File: src/logic/lz_consts.svh
`ifndef LZ_CONSTS_SVH
`define LZ_CONSTS_SVH

// bytes kept for copy tokens to reach back into
// the 12-bit offset field of a copy token limits this to 4096
`define LZ_HISTORY_DEPTH 4096

// token queue entries
// the upstream starts with exactly this many credits
`define LZ_TOKEN_QUEUE_DEPTH 4

// bytes the engine may emit before the sink returns any credit
`define LZ_OUT_CREDITS 2

`endif

File: src/logic/lz_history_pkg.sv
`default_nettype none
`include "lz_consts.svh"

// storage side of the decompressor
package lz_history_pkg;

	typedef logic [7:0] byte_t;
	typedef logic [$clog2(`LZ_HISTORY_DEPTH)-1:0] history_addr_t;

	// counts 0 up to the queue depth inclusive
	typedef logic [$clog2(`LZ_TOKEN_QUEUE_DEPTH+1)-1:0] credit_count_t;

endpackage

`default_nettype wire

File: src/logic/lz_token_pkg.sv
`default_nettype none
`include "lz_consts.svh"

// token format as seen at the decompressor input
package lz_token_pkg;

	typedef logic [3:0] copy_length_t;	// bytes to copy minus one
	typedef logic [$clog2(`LZ_HISTORY_DEPTH)-1:0] copy_offset_t;	// distance back, never zero

	// a copy token packs length above offset; a literal uses the low byte
	typedef logic [$bits(copy_length_t)+$bits(copy_offset_t)-1:0] token_data_t;

	typedef enum logic [1:0] {
		st_idle,	// waiting for a token
		st_literal,	// one byte to emit
		st_copy		// streaming bytes back out of the history
	} engine_state_t;

endpackage

`default_nettype wire

File: src/logic/token_link_if.sv
`timescale 1ns/100ps
`default_nettype none

// hands the token at the queue head to the copy engine
// a transfer happens on a cycle with valid and take both high
interface token_link_if;

	logic valid;	// queue head holds a token
	logic is_copy;	// head token is a copy, else a literal
	lz_token_pkg::token_data_t data;
	logic take;	// engine accepts the head this cycle

	modport queue (
		output valid,
		output is_copy,
		output data,
		input  take
	);

	modport engine (
		input  valid,
		input  is_copy,
		input  data,
		output take
	);

endinterface

`default_nettype wire

File: src/logic/lz_copy_engine.sv
`timescale 1ns/100ps
`default_nettype none
`include "lz_consts.svh"

module lz_copy_engine (
	input  wire logic clock,
	input  wire logic reset,
	token_link_if.engine link,
	input  wire logic out_credit,
	output lz_history_pkg::byte_t out_byte,
	output logic out_valid,
	output lz_history_pkg::history_addr_t rd_addr,
	output lz_history_pkg::history_addr_t wr_addr,
	output logic wr_en,
	output lz_history_pkg::byte_t wr_byte,
	input  wire lz_history_pkg::byte_t rd_byte
);
	lz_token_pkg::engine_state_t state;
	lz_token_pkg::copy_length_t token_length;
	lz_token_pkg::copy_offset_t token_offset;
	lz_token_pkg::copy_length_t remaining;	// bytes left after the current one
	lz_history_pkg::history_addr_t wr_ptr;	// next byte of output history
	lz_history_pkg::history_addr_t rd_ptr;	// address of the byte now on rd_byte
	lz_history_pkg::byte_t literal_byte;
	lz_history_pkg::credit_count_t credit_cnt;	// output credits held
	logic take;

	assign {token_length, token_offset} = link.data;

	assign take = (state == lz_token_pkg::st_idle) && link.valid;
	assign link.take = take;

	// a byte goes out whenever one is pending and a credit is held
	assign out_valid = (state != lz_token_pkg::st_idle) && (credit_cnt != '0);
	assign out_byte = (state == lz_token_pkg::st_literal) ? literal_byte : rd_byte;

	// every emitted byte also lands in the history
	assign wr_en = out_valid;
	assign wr_byte = out_byte;
	assign wr_addr = wr_ptr;

	always_comb begin
		case (state)
			lz_token_pkg::st_idle: rd_addr = wr_ptr - token_offset;	// copy source on a take
			lz_token_pkg::st_copy: rd_addr = out_valid ? rd_ptr + 1'b1 : rd_ptr;
			default: rd_addr = rd_ptr;	// hold the read while stalled
		endcase
	end

	always_ff @(posedge clock or posedge reset) begin
		if (reset) begin
			state <= lz_token_pkg::st_idle;
			wr_ptr <= '0;
			rd_ptr <= '0;
			remaining <= '0;
			credit_cnt <= lz_history_pkg::credit_count_t'(`LZ_OUT_CREDITS);
		end else begin
			rd_ptr <= rd_addr;
			if (out_valid)
				wr_ptr <= wr_ptr + 1'b1;

			// a credit back in the same cycle as a byte leaves the count alone
			if (out_valid && !out_credit)
				credit_cnt <= credit_cnt - 1'b1;
			else if (!out_valid && out_credit)
				credit_cnt <= credit_cnt + 1'b1;

			case (state)
				lz_token_pkg::st_idle: begin
					if (take) begin
						state <= link.is_copy ? lz_token_pkg::st_copy : lz_token_pkg::st_literal;
						remaining <= token_length;
					end
				end
				lz_token_pkg::st_literal: begin
					if (out_valid)
						state <= lz_token_pkg::st_idle;
				end
				lz_token_pkg::st_copy: begin
					if (out_valid) begin
						if (remaining == '0)
							state <= lz_token_pkg::st_idle;
						else
							remaining <= remaining - 1'b1;
					end
				end
				default: state <= lz_token_pkg::st_idle;
			endcase
		end
	end

	always_ff @(posedge clock) begin
		if (take)
			literal_byte <= link.data[7:0];
	end

	// the upstream compressor must never emit a copy from the current position
	assert property (@(posedge clock) disable iff (reset)
		take && link.is_copy |-> token_offset != '0)
		else $error("copy token with zero offset");

	// the sink returns at most one credit per byte it was sent
	assert property (@(posedge clock) disable iff (reset)
		credit_cnt <= lz_history_pkg::credit_count_t'(`LZ_OUT_CREDITS))
		else $error("output credits above the initial count");

endmodule

`default_nettype wire

File: src/flat_wrapper.sv
// flat-port wrapper written by rule: the top's interface ports become plain ports
module lz_copy_engine_flat 
  (clock, reset, out_credit, out_byte, out_valid, rd_addr, wr_addr, wr_en, wr_byte, rd_byte, link_valid, link_is_copy, link_data, link_take);
  token_link_if link_i ();
  input  wire logic clock;
  input  wire logic reset;
  input  wire logic out_credit;
  output lz_history_pkg::byte_t out_byte;
  output logic out_valid;
  output lz_history_pkg::history_addr_t rd_addr;
  output lz_history_pkg::history_addr_t wr_addr;
  output logic wr_en;
  output lz_history_pkg::byte_t wr_byte;
  input  wire lz_history_pkg::byte_t rd_byte;
  input wire logic [$bits(link_i.valid)-1:0] link_valid;
  input wire logic [$bits(link_i.is_copy)-1:0] link_is_copy;
  input wire logic [$bits(link_i.data)-1:0] link_data;
  output wire logic [$bits(link_i.take)-1:0] link_take;
  assign link_i.valid = link_valid;
  assign link_i.is_copy = link_is_copy;
  assign link_i.data = link_data;
  assign link_take = link_i.take;
  lz_copy_engine u_core (.clock(clock), .reset(reset), .link(link_i), .out_credit(out_credit), .out_byte(out_byte), .out_valid(out_valid), .rd_addr(rd_addr), .wr_addr(wr_addr), .wr_en(wr_en), .wr_byte(wr_byte), .rd_byte(rd_byte));
endmodule
File: config.mk
export PLATFORM = sky130hd
export DESIGN_NAME = lz_copy_engine_flat
export DESIGN_NICKNAME = d
export VERILOG_FILES = /design/src/logic/lz_history_pkg.sv /design/src/logic/lz_token_pkg.sv /design/src/logic/token_link_if.sv /design/src/logic/lz_copy_engine.sv /design/src/flat_wrapper.sv
export VERILOG_INCLUDE_DIRS = /design/src /design/src/logic
export SDC_FILE = /design/constraint.sdc
export NUM_CORES = 1
export LEC_CHECK = 0
export BUFFER_PORTS_ARGS = -buffer_cell sky130_fd_sc_hd__buf_2
export CORE_MARGIN = 2
export CORE_UTILIZATION = 31
export CTS_CLUSTER_DIAMETER = 50
export DETAILED_ROUTE_END_ITERATION = 8
export HOLD_SLACK_MARGIN = 0.02
export SLEW_MARGIN = 20
export SYNTH_ARGS = -nofsm -noshare
export SYNTH_HDL_FRONTEND = slang
export SYNTH_SLANG_ARGS = --single-unit
File: constraint.sdc
create_clock -name clock -period 2.25 [get_ports clock]
set_input_delay 0.225 -clock clock [delete_from_list [all_inputs] [get_ports clock]]
set_output_delay 0.225 -clock clock [all_outputs]
set_load 0.02 [all_outputs]
==> run summary <==
CTS tree = built
Largest net degree at the start of global routing = 34
Width of the die = 97.0 um
Status = finished, violations left
Starting Density = 32.3%
Mapped Nets = 327
Synth area leader = dfrtp_1
Worst-Margin Slew = 0.463 ns
Clock Sinks = 41
CP Capture Type = output pin
Fillers = 830
Ys Warns = 0
Multi-input gate area = 0.00158 mm2
GRT Total Usage = 14.3%
Chip height = 97.0 um
RSZ-0062 raised after global routing = true
Sequential-to-total area share from yosys stat = 39.8%
Final worst-path cycle share = 107%
Max Clock Skew = 0.00524 ns
Main combinational cell family by area after synthesis = simple AND/OR/NAND/NOR gates
GPL Wtd Cong = 0.869
Worst Setup EP = rd_addr[7]
Clock buffer count from CTS = 5
Initial antenna violation count = 0
Area contributors post-synth = dfrtp_1, edfxtp_1, ha_1, xnor2_1, xor2_1
MaxCap Viol Count = 0
Mean number of vias per cell = 4.91
Failing checks = setup timing
Area delta synth->final = 32.9%
Mux cell area share after synthesis = 3.73%
DR iter-0 viols = 82
Synth Flop Type = dfrtp_1
Fraction of the mapped netlist area in simple logic gates = 17.6%
Leak pwr = 1.65 nW
Diodes inserted = 0
Syn Inst Count = 281
Clock Path Buffers = 2
Min-delay worst type = primary input to async pin
FF/Latch Area = 0.00107 mm2
Placed Cells = 456
CP bufs+invs = 1
Final Max Slew Viols = 0
Worst slew margin = 69.1%
Post-route setup slack = -0.148 ns
Fin crit period = 2.40 ns
Cell with the largest stage delay on the worst path = dfrtp_1
Buffers on Ports = 71
Synth cell types = 48
Synth Area in Adders = 8.50%
Clock group share of total power = 9.6%
Nets = 417
Grt ovf = 0
Seq pwr share = 26.5%
Power, Total = 4.99 mW
Setup violators final = 7
Comb pwr share = 63.9%
Worst R2R Start = u_core.credit_cnt[1]$_DFFE_PP1P_
Max FO, Critical Path = 3
Die ar. = 0.00941 mm2
Total Routed Length = 6790 um
Top Family by Delay on Critical Path = compound AO/OA/AOI/OAI gates
Critical setup path kind = flop to output pin
Fmax = 417 MHz
Hold Vio Cnt, Final = 0
Syn Area/Cell = 9.54 um2
Internal Power = 2.75 mW
Critical path startpoint = u_core.wr_addr[1]$_DFFE_PP0N_
Worst-path clk slew = 0.08 ns
Routed WL per cell = 14.2 um
Levels on crit path = 8
Detailed-placement wirelength estimate = 5120 um
Synth Register Bits = 41
First-pass GRT wire length = 10900 um
Switching portion of total power = 44.8%
Rows = 33
Final core utilization = 42.9%
Async set-reset flop share out of synthesis = 80.5%
R2R Setup Slk = 0.28 ns
Via Count = 2340
Startpoint types = flop
Post-route DRC = 0
Post-synth EDFFs = 8
Critical path's largest stage delay = 0.38 ns
Vias in the first global route = 2235
Synth Cell Area = 0.00268 mm2
Antenna viol nets, final = 0
FF-to-FF path depth = 7
RR Endpoint = u_core.credit_cnt[2]$_DFFE_PP0P_
I/O pin cnt = 72
Worst vdd ir = 0.000468 V
Share of cells above drive strength 1 = 41.9%
Post-synth top area share = 29.9%
Drt first pass iters = 4
Psw = 2.24 mW
P per Cell Area = 1400 mW/mm2
Post-route insts no fill = 477
Core Box Area = 0.00830 mm2
CP cell instances = ha_1, nor2b_4, o2111ai_2, nand3b_1, a31oi_1, xor2_1, mux2i_1, buf_4
Worst path required time = 2.03 ns
Xor-xnor portion of the synthesized cell area = 9.80%
CP Data Arrival Time = 2.17 ns
H-tree depth = 2
Root buf cell = clkbuf_8
Complex-gate fraction of the synthesized area = 12.7%
Worst-Skew Late Latency = 0.30 ns
cell usage after synthesis (2+ instances only):
cell type / count
nor2_1: 25
nand4b_1: 2
clkbuf_1: 4
a21oi_1: 14
fa_1: 2
and3_4: 2
o22ai_1: 2
nand3_1: 10
nor3_2: 2
inv_1: 25
o211ai_1: 2
xnor2_1: 19
nand2b_1: 8
edfxtp_1: 8
nand4_1: 6
nor2b_1: 2
a211oi_1: 4
buf_4: 10
mux2_2: 8
xor2_1: 11
ha_1: 15
nor3_1: 6
o32a_1: 3
nand2_1: 14
a21o_1: 3
o21ai_0: 17
a31oi_1: 5
dfrtp_1: 32
worst min path at each step:
stage	start	to	slack [ns]	depth (start not counted)
5_1_grt	reset	u_core.wr_addr[6]$_DFFE_PP0N_	0.07	3
3_3_place_gp	reset	u_core.wr_addr[11]$_DFFE_PP0N_	0.35	3
6_report	reset	u_core.wr_addr[10]$_DFFE_PP0N_	0.02	3
3_5_place_dp	reset	u_core.remaining[3]$_DFFE_PP0P_	0.36	3
2_1_floorplan	link_data[0]	u_core.literal_byte[0]$_DFFE_PP_	0.32	0
4_1_cts	reset	u_core.remaining[0]$_DFFE_PP0P_	0.04	3
registers in the layout, summed over array words and instances (netlist names):
register / cells
u_core.rd_ptr: 12
u_core.wr_addr: 12
u_core.literal_byte: 8
u_core.remaining: 4
u_core.credit_cnt: 3
u_core.state: 2
power groups by stage:
stage          Sequential [mW]  Combinational (mW)  Clock, mW
6_report                  1.32                3.19      0.479
5_1_grt                   1.36                3.49      0.528
4_1_cts                   1.32                2.87      0.491
3_5_place_dp              1.32                2.60          0
3_3_place_gp              1.31                2.57          0
2_1_floorplan             1.35                1.82          0
area by class of cell:
type                            instances  share of cell area [%]
Multi-Input combinational cell        199                    44.4
Tap cell                              105                    3.69
Clock buffer                            6                    2.04
Timing Repair Buffer                   99                    16.9
Sequential cell                        41                    30.0
Inverter                               25                    2.64
Clock inverter                          2                   0.281
per-layer routing:
layer	global-route usage [%]	vias to the layer above	wire (um)
met1	19.0	1116	3100
met4	3.90	0	46
met3	4.55	4	441
li1	-	1153	-
met5	0	-	0
met2	22.5	67	3200
worst min-delay path, delay by kind of cell:
kind,cells,cell delay [ns]
buf+inv,3,0.52
logic make-up after synthesis:
logic type                 after synthesis
AOI/OAI and AO/OA                       55
adders and majority gates               17
DFF                                     41
xor gates and xnor gates                30
buffers and inverters                   41
and+or+nand+nor                         88
muxes                                    9
per-stage QoR:
step	hold slack (ns)	setup WS (ns)	TNS [ns]	instance area, um2
5_1_grt	0.0663	-0.280	-1.72	3560
6_report	0.0214	-0.148	-0.788	3560
4_1_cts	0.0382	-0.124	-0.827	3410
3_5_place_dp	0.361	0.0250	0	3180
2_1_floorplan	0.324	0.0357	0	2700
3_3_place_gp	0.353	0.0613	0	3180
repair_timing:
item,CTS,global route
gates resized for setup,24,23
hold endpoints to repair,0,0
pin swaps,16,12
buffers inserted,6,7
hold buffers,0,0
endpoints found under the setup margin,9,11
cells in the final DEF (no fill, tap or decap), types with 3 or more instances in the layout:
cell,count
inv_1,24
o21ai_1,5
buf_4,33
nand2_1,14
o32a_1,3
nand4_1,6
ha_4,4
buf_2,62
a21oi_2,6
nand2b_1,6
a31oi_1,5
mux2_2,8
o21ai_0,10
nor3_1,5
nor2_1,24
nand3_1,10
xor2_1,11
xnor2_1,17
a21oi_1,7
clkbuf_8,5
nor3_2,3
buf_6,4
dfrtp_1,30
edfxtp_1,8
ha_1,10
No activity file was read; power rests on OpenSTA's default activity.
