$ cat config.mk
export PLATFORM = sky130hd
export DESIGN_NAME = token_fifo_flat
export DESIGN_NICKNAME = d
export VERILOG_FILES = /design/src/logic/lz_history_pkg.sv /design/src/logic/lz_token_pkg.sv /design/src/logic/token_link_if.sv /design/src/logic/token_fifo.sv /design/src/flat_wrapper.sv
export VERILOG_INCLUDE_DIRS = /design/src /design/src/logic
export SDC_FILE = /design/constraint.sdc
export NUM_CORES = 1
export LEC_CHECK = 0
export ABC_AREA = 1
export BUFFER_PORTS_ARGS = -buffer_cell sky130_fd_sc_hd__buf_2
export CAP_MARGIN = 20
export CORE_MARGIN = 5
export CORE_UTILIZATION = 57
export DETAILED_ROUTE_END_ITERATION = 8
export HOLD_SLACK_MARGIN = 0.12
export PLACE_DENSITY_LB_ADDON = 0.25
export SLEW_MARGIN = 20
export SYNTH_ARGS = -nofsm -noshare
export SYNTH_HDL_FRONTEND = slang
export SYNTH_SLANG_ARGS = --single-unit
export TNS_END_PERCENT = 50
$ cat constraint.sdc
create_clock -name clock -period 2.4 [get_ports clock]
set_clock_uncertainty 0.15 [all_clocks]
set_input_delay 0.36 -clock clock [delete_from_list [all_inputs] [get_ports clock]]
set_output_delay 0.36 -clock clock [all_outputs]
set_load 0.01 [all_outputs]
$ cat src/logic/lz_consts.svh
`ifndef LZ_CONSTS_SVH
`define LZ_CONSTS_SVH

// bytes kept for copy tokens to reach back into
// the 12-bit offset field of a copy token limits this to 4096
`define LZ_HISTORY_DEPTH 4096

// token queue entries
// the upstream starts with exactly this many credits
`define LZ_TOKEN_QUEUE_DEPTH 4

// bytes the engine may emit before the sink returns any credit
`define LZ_OUT_CREDITS 2

`endif

$ cat src/logic/lz_history_pkg.sv
`default_nettype none
`include "lz_consts.svh"

// storage side of the decompressor
package lz_history_pkg;

	typedef logic [7:0] byte_t;
	typedef logic [$clog2(`LZ_HISTORY_DEPTH)-1:0] history_addr_t;

	// counts 0 up to the queue depth inclusive
	typedef logic [$clog2(`LZ_TOKEN_QUEUE_DEPTH+1)-1:0] credit_count_t;

endpackage

`default_nettype wire

$ cat src/logic/lz_token_pkg.sv
`default_nettype none
`include "lz_consts.svh"

// token format as seen at the decompressor input
package lz_token_pkg;

	typedef logic [3:0] copy_length_t;	// bytes to copy minus one
	typedef logic [$clog2(`LZ_HISTORY_DEPTH)-1:0] copy_offset_t;	// distance back, never zero

	// a copy token packs length above offset; a literal uses the low byte
	typedef logic [$bits(copy_length_t)+$bits(copy_offset_t)-1:0] token_data_t;

	typedef enum logic [1:0] {
		st_idle,	// waiting for a token
		st_literal,	// one byte to emit
		st_copy		// streaming bytes back out of the history
	} engine_state_t;

endpackage

`default_nettype wire

$ cat src/logic/token_link_if.sv
`timescale 1ns/100ps
`default_nettype none

// hands the token at the queue head to the copy engine
// a transfer happens on a cycle with valid and take both high
interface token_link_if;

	logic valid;	// queue head holds a token
	logic is_copy;	// head token is a copy, else a literal
	lz_token_pkg::token_data_t data;
	logic take;	// engine accepts the head this cycle

	modport queue (
		output valid,
		output is_copy,
		output data,
		input  take
	);

	modport engine (
		input  valid,
		input  is_copy,
		input  data,
		output take
	);

endinterface

`default_nettype wire

$ cat src/logic/token_fifo.sv
`timescale 1ns/100ps
`default_nettype none
`include "lz_consts.svh"

module token_fifo (
	input  wire logic clock,
	input  wire logic reset,
	input  wire logic token_valid,
	input  wire logic token_is_copy,
	input  wire lz_token_pkg::token_data_t token_data,
	output logic in_credit,
	token_link_if.queue link
);
	localparam int ptr_width = $clog2(`LZ_TOKEN_QUEUE_DEPTH);

	typedef logic [ptr_width-1:0] slot_ptr_t;

	logic slot_is_copy [`LZ_TOKEN_QUEUE_DEPTH];
	lz_token_pkg::token_data_t slot_data [`LZ_TOKEN_QUEUE_DEPTH];
	slot_ptr_t wr_ptr;
	slot_ptr_t rd_ptr;
	lz_history_pkg::credit_count_t fill;	// tokens currently held
	logic full;
	logic push;
	logic pop;

	// wraps at the queue depth, which need not be a power of two
	function automatic slot_ptr_t next_ptr(input slot_ptr_t ptr);
		if (ptr == slot_ptr_t'(`LZ_TOKEN_QUEUE_DEPTH - 1))
			return '0;
		return ptr + 1'b1;
	endfunction

	assign full = fill == lz_history_pkg::credit_count_t'(`LZ_TOKEN_QUEUE_DEPTH);
	assign pop = link.valid && link.take;
	assign push = token_valid && (!full || pop);
	assign in_credit = pop;	// one credit back per token that leaves

	assign link.valid = fill != '0;
	assign link.is_copy = slot_is_copy[rd_ptr];
	assign link.data = slot_data[rd_ptr];

	always_ff @(posedge clock or posedge reset) begin
		if (reset) begin
			wr_ptr <= '0;
			rd_ptr <= '0;
			fill <= '0;
		end else begin
			if (push)
				wr_ptr <= next_ptr(wr_ptr);
			if (pop)
				rd_ptr <= next_ptr(rd_ptr);
			case ({push, pop})
				2'b10: fill <= fill + 1'b1;
				2'b01: fill <= fill - 1'b1;
				default: ;	// both or neither
			endcase
		end
	end

	always_ff @(posedge clock) begin
		if (push) begin
			slot_is_copy[wr_ptr] <= token_is_copy;
			slot_data[wr_ptr] <= token_data;
		end
	end

	// upstream sends only against a credit, so a full queue takes a token
	// only when its head leaves in the same cycle
	assert property (@(posedge clock) disable iff (reset) token_valid |-> !full || pop)
		else $error("token arrived while queue full and no credit outstanding");

endmodule

`default_nettype wire

$ cat src/flat_wrapper.sv
// flat-port wrapper written by rule: the top's interface ports become plain ports
module token_fifo_flat 
  (clock, reset, token_valid, token_is_copy, token_data, in_credit, link_valid, link_is_copy, link_data, link_take);
  token_link_if link_i ();
  input  wire logic clock;
  input  wire logic reset;
  input  wire logic token_valid;
  input  wire logic token_is_copy;
  input  wire lz_token_pkg::token_data_t token_data;
  output logic in_credit;
  output wire logic [$bits(link_i.valid)-1:0] link_valid;
  output wire logic [$bits(link_i.is_copy)-1:0] link_is_copy;
  output wire logic [$bits(link_i.data)-1:0] link_data;
  input wire logic [$bits(link_i.take)-1:0] link_take;
  assign link_valid = link_i.valid;
  assign link_is_copy = link_i.is_copy;
  assign link_data = link_i.data;
  assign link_i.take = link_take;
  token_fifo u_core (.clock(clock), .reset(reset), .token_valid(token_valid), .token_is_copy(token_is_copy), .token_data(token_data), .in_credit(in_credit), .link(link_i));
endmodule
==> results of run 1 <==
==> cells by family after synthesis <==
family / Yosys count / synth area share [%]
AOI/OAI and AO/OA: 52 / 9.63
xor gates and xnor gates: 1 / 0.275
adders and majority gates: 7 / 2.99
buffers and inverters: 60 / 9.24
DFF: 75 / 69.7
and+or+nand+nor: 65 / 8.18
==> area by class of cell <==
cell class	count	area share, %
sequential	75	58.0
tap	72	2.35
clock inverter	7	1.77
multi-input combinational	125	17.8
clock buffer	9	3.24
timing repair buffer	69	12.2
inverter	48	4.71
==> what timing repair did <==
action                                 CTS  global route
resized for setup                        0             0
endpoints found under the hold margin   75             0
setup endpoints to repair                0             0
hold buffers                            18             0
==> registers in the layout, summed over array words and instances, names as in the netlist <==
signal and flops:
u_core.slot_data 64, u_core.fill 3, u_core.wr_ptr 2, u_core.slot_is_copy 4, u_core.rd_ptr 2
==> critical path, delay by kind of cell (launching register included) <==
kind,cells,cell delay [ns]
AND/OR/NAND/NOR,7,0.74
flip-flops,1,0.40
buffers and inverters,1,0.07
adder cells (fa/ha/maj),2,0.57
==> worst paths after layout <==
path	to
max in group asynchronous	u_core.rd_ptr[0]$_DFFE_PP0P_
setup / recovery	u_core.fill[2]$_DFFE_PP0P_
min in group asynchronous	u_core.fill[0]$_DFFE_PP0P_
hold / removal	u_core.rd_ptr[1]$_DFFE_PP0P_
setup reg to reg	u_core.fill[2]$_DFFE_PP0P_
hold reg to reg	u_core.fill[0]$_DFFE_PP0P_
==> where the power goes <==
group / switching (µW) / leakage, µW / total (µW) / internal, µW
clock: 453 / 0.0000931 / 928 / 476
sequential: 90.1 / 0.000708 / 1810 / 1720
combinational: 974 / 0.000820 / 1570 / 593
==> metrics by stage <==
| step | cells | setup WS [ns] | hold WS, ns | instance area (µm²) |
|---|---|---|---|---|
| after floorplan | 260 | 0.445 | 0.0134 | 3180 |
| after global routing | 405 | 0.224 | 0.143 | 3830 |
| final | 405 | 0.359 | 0.136 | 3830 |
| after detailed placement | 371 | 0.365 | 0.152 | 3450 |
| after CTS | 405 | 0.346 | 0.123 | 3830 |
| after global placement | 371 | 0.448 | 0.152 | 3450 |
==> metal layers <==
| layer | share of wire [%] | up-vias | wire (µm) |
|---|---|---|---|
| met3 | 4.4 | 9 | 239 |
| met2 | 51 | 38 | 2750 |
| met1 | 43 | 868 | 2280 |
| met4 | 1.9 | 0 | 104 |
| met5 | 0 | - | 0 |
| li1 | - | 1012 | - |
==> synthesized netlist by cell type <==
library cell  number
o211ai_1          17
buf_4              4
nand2_4            1
nand2_1           50
inv_1             48
o21ai_1           16
xnor2_1            1
dfrtp_1            7
nor2_1             8
o21ai_0            2
fa_1               1
buf_2              1
a21oi_2            1
edfxtp_1          68
nand4_1            1
ha_1               6
buf_6              7
a21oi_1           16
nand3_1            5
==> impl_metrics.ini, run 1 <==
[run_status]
status = completed

[power]
leakage_uw = 0.00162
total_power_uw = 4310
irDropWorstVdd_mv = 0.540
power_density_mw_per_mm2 = 1130

[critical_path]
reg2reg_depth = 10
crit_start = u_core.fill[0]$_DFFE_PP0P_
cp_max_fo = 7
r2r_slack_ns = 0.36
endpoint_kind = flop
critPathArrivalTime_ns = 2.13
crit_slowest_cell = dfrtp_1
critical_path.max_stage_delay_ns = 0.40
timing.rr.start = u_core.fill[0]$_DFFE_PP0P_
critical_path_class = reg -> reg
cp-start-kind = flop
path_cells = nor2_1 -> nand2_1 -> nand2_4 -> ha_1 -> inv_1 -> fa_1 -> nand2_1 -> nand3_1 -> nand2_1 -> nand2_1
cpMostUsedCell = nand2_1
worstPathRequired_ns = 2.49

[drt]
routedWlPerCell_um = 13.3
drc = 0
drtPass1Iterations = 4
antenna_left = 0
vias_per_cell = 4.76
wl_um = 5370
vias = 1927
drt_iter0_drc = 104

[layout]
syn2layout_area_growth_pct = 20.3
fin_util_pct = 69.9
layout_common_cells = 68 x edfxtp_1, 50 x nand2_1, 48 x inv_1, 39 x buf_2, 18 x dlygate4sd3_1
multi_input_area_um2 = 681
layout.nets = 356
final_common_cell = edfxtp_1
diodes = 0
layout-drive-gt1-share_pct = 21.9
fill_cells = 398
seq_area_mm2 = 0.00222

[grt]
grtUsageTotal_pct = 16.6
grtUsageMet3_pct = 4.22
grt_max_degree = 37
use_met2_pct = 27.5
grt_pass1_wl_um = 9050
busiest_layer = met2
gr-usage-met1_pct = 20.5
gr-total-overflow = 0
grt_pass1_vias = 1901
antenna_found_initial = 0

[cts]
cts_root_buffer = clkbuf_8
cts_buffer_depth = 2
clkLatencyLatePin_ns = 0.34
cts_tree = yes
post_cts_buffers = 0
numCtsBuffers = 9
cts.htree.levels = 3
clkTransAtPathRegs_ns = 0.08
cts_sinks = 75

[logic_synthesis]
synth_area_mm2 = 0.00318
ys_warn_count = 0
syn_area_per_cell_um2 = 12.2
ys_ff_latch = 75
synth_nets = 288
ys_seq_area_share_pct = 69.7
synth_area_leaders = edfxtp_1 64%, nand2_1 5.9%, inv_1 5.7%
yosysTopAreaCell = edfxtp_1
synth.top_cell.area_share_pct = 64.2
synth_cells = 260
yosysUniqueCellTypes = 19

[floorplan]
die_h_um = 84.7
io_pins = 40
die-width_um = 84.7
row_count = 27
start_util_pct = 58.1
die_area_mm2 = 0.00718
coreArea_mm2 = 0.00547

[sta]
setup_tns_ns = 0
fin_crit_sh_pct = 85.0
slew_headroom_pct = 77.3
fin_crit_ns = 2.04
fmax_mhz = 490
tightest_slew_ns = 0.340
finalHoldViolations = 0
grt_setup_unrepaired = false
setup_viol = 0
maxSlewViolCount = 0

[job]
cap_violations = 0

[place]
routabilityCongestion = 0.680
portBuffers = 39
place_hpwl_um = 3520

[worst_hold_path]
hold_path_depth = 3
min_path_type = in -> reg
holdCritStartpoint = link_take
(Power assumes the default switching activity.)
==> run 2: changes to the inputs <==
CORE_UTILIZATION = 51   (was 57)
clock period = 1.85 ns   (was 2.4 ns; I/O delays follow)
==> run 2 against run 1 <==
The flow now finishes with violations (negative setup slack); setup slack got worse by 0.46 ns; non-clock buffer count increased by 12; final cell count is 3.7% higher.
==> impl_metrics.ini, run 2 (same netlist as run 1, synthesis figures left out) <==
[run_status]
status = finished with violations
violations = negative setup slack

[drt]
wl_um = 5880
vias = 2049
drtPass1Iterations = 4
drc = 0
routedWlPerCell_um = 14.0
vias_per_cell = 4.88
drt_iter0_drc = 168
antenna_left = 0

[sta]
tightest_slew_ns = 0.299
setup_viol = 5
slew_headroom_pct = 80.1
fmax_mhz = 513
timing.final.ws_setup_ns = -0.0982
maxSlewViolCount = 0
fin_crit_ns = 1.95
whs_ns = 0.261
grt_setup_unrepaired = true
setup_tns_ns = -0.127
fin_crit_sh_pct = 105
finalHoldViolations = 0

[critical_path]
critical_path.max_stage_delay_ns = 0.63
critical_path_class = in -> reg
crit_slowest_cell = dlygate4sd3_1
cp_max_fo = 3
worstPathRequired_ns = 1.94
endpoint_kind = flop
timing.rr.start = u_core.fill[2]$_DFFE_PP0P_
critPathArrivalTime_ns = 2.04
path_cells = buf_2 -> dlygate4sd3_1 -> nand2_2 -> inv_2 -> ha_4 -> inv_4 -> fa_2 -> nand2_2 -> nand3_2 -> nand2_1 -> nand2_1
cpLargestDelayFamily = buffers and inverters
path_buf_inv = 4
cp-start-kind = input pin
crit_start = link_take

[grt]
grtUsageMet3_pct = 3.32
grt_pass1_vias = 1926
gr-usage-met1_pct = 17.3
busiest_layer = met2
grt_pass1_wl_um = 8650
grtUsageTotal_pct = 14.7
use_met2_pct = 25.8
gr-total-overflow = 0
grt_max_degree = 72
antenna_found_initial = 0

[floorplan]
die-width_um = 89.0
die_h_um = 89.0
start_util_pct = 53.1
io_pins = 40
die_area_mm2 = 0.00792
coreArea_mm2 = 0.00599
row_count = 28

[place]
place_hpwl_um = 3340
routabilityCongestion = 0.756
placed_area_mm2 = 0.00349
dp_slack_ns = -0.0237
portBuffers = 39

[layout]
layout-drive-gt1-share_pct = 29.0
syn2layout_area_growth_pct = 27.4
reg_top3 = u_core.slot_data x64, u_core.slot_is_copy x4, u_core.fill x3
layout.nets = 368
fin_area_mm2 = 0.00406
final_common_cell = edfxtp_1
regMostFlops = u_core.slot_data
diodes = 0
largest_register_ffs = 64
fill_cells = 443
layout_common_cells = 68 x edfxtp_1, 46 x inv_1, 45 x nand2_1, 39 x buf_2, 20 x dlygate4sd3_1

[cts]
cts_sinks = 75
cts.htree.levels = 3
clkLatencyLatePin_ns = 0.34
cts_root_buffer = clkbuf_8
clkTransAtPathRegs_ns = 0.09
cts_buffer_depth = 2
numCtsBuffers = 9
cts_tree = yes

[power]
leakage_uw = 0.00172
power_density_mw_per_mm2 = 1520
irDropWorstVdd_mv = 0.752

[job]
cap_violations = 0

[worst_hold_path]
min_path_type = in -> async
[run 2: worst paths after layout]
path,to,slack (ns),cells past startpoint
max in group asynchronous,u_core.rd_ptr[0]$_DFFE_PP0P_,1.04,3
hold / removal,u_core.fill[1]$_DFFE_PP0P_,0.26,3
hold reg to reg,u_core.fill[2]$_DFFE_PP0P_,0.34,2
setup / recovery,u_core.fill[2]$_DFFE_PP0P_,-0.1,11
setup reg to reg,u_core.fill[2]$_DFFE_PP0P_,0.02,11
min in group clock,u_core.wr_ptr[0]$_DFFE_PP0P_,0.29,6
[run 2: metrics by stage]
| stage | utilization, % | total power (µW) | cells |
|---|---|---|---|
| final | 67.7 | 6170 | 420 |
| after detailed placement | 58.3 | 4480 | 377 |
| after global placement | 58.3 | 4440 | 377 |
| after floorplan | - | 3870 | 260 |
| after CTS | 65.6 | 5950 | 413 |
| after global routing | 67.7 | 6580 | 420 |
[run 2: metal layers]
metal / vias to the layer above / wire [µm]
met1: 959 / 2510
met2: 46 / 3070
met5: - / 0
met3: 6 / 238
li1: 1038 / -
met4: 0 / 62
[run 2: repair_timing]
action | in CTS | in global routing
hold buffers | 19 | 1
endpoints found under the hold margin | 79 | 2
setup buffers | 1 | 5
pin swaps | 3 | 13
gates cloned | 0 | 1
gates resized for setup | 2 | 19
endpoints found under the setup margin | 10 | 19
[run 2: where the power goes]
group / internal, µW / total (µW) / leakage (µW) / switching, µW
logic: 980 / 2390 / 0.000892 / 1410
registers: 2230 / 2360 / 0.000708 / 124
clock network: 787 / 1420 / 0.000118 / 638
[run 2: tightest hold or removal path, stage by stage]
cell,delay [ns]
dlygate4sd3_1,0.53
buf_2,0.12
inv_1,0.23
[run 2: final cells by class]
class / count / area (µm²) / area share [%]
sequential: 75 / 2220 / 54.7
inverter: 48 / 183 / 4.50
clock inverter: 7 / 109 / 2.68
multi-input combinational: 125 / 733 / 18.1
tap: 75 / 93.8 / 2.31
timing repair buffer: 81 / 594 / 14.7
clock buffer: 9 / 124 / 3.05
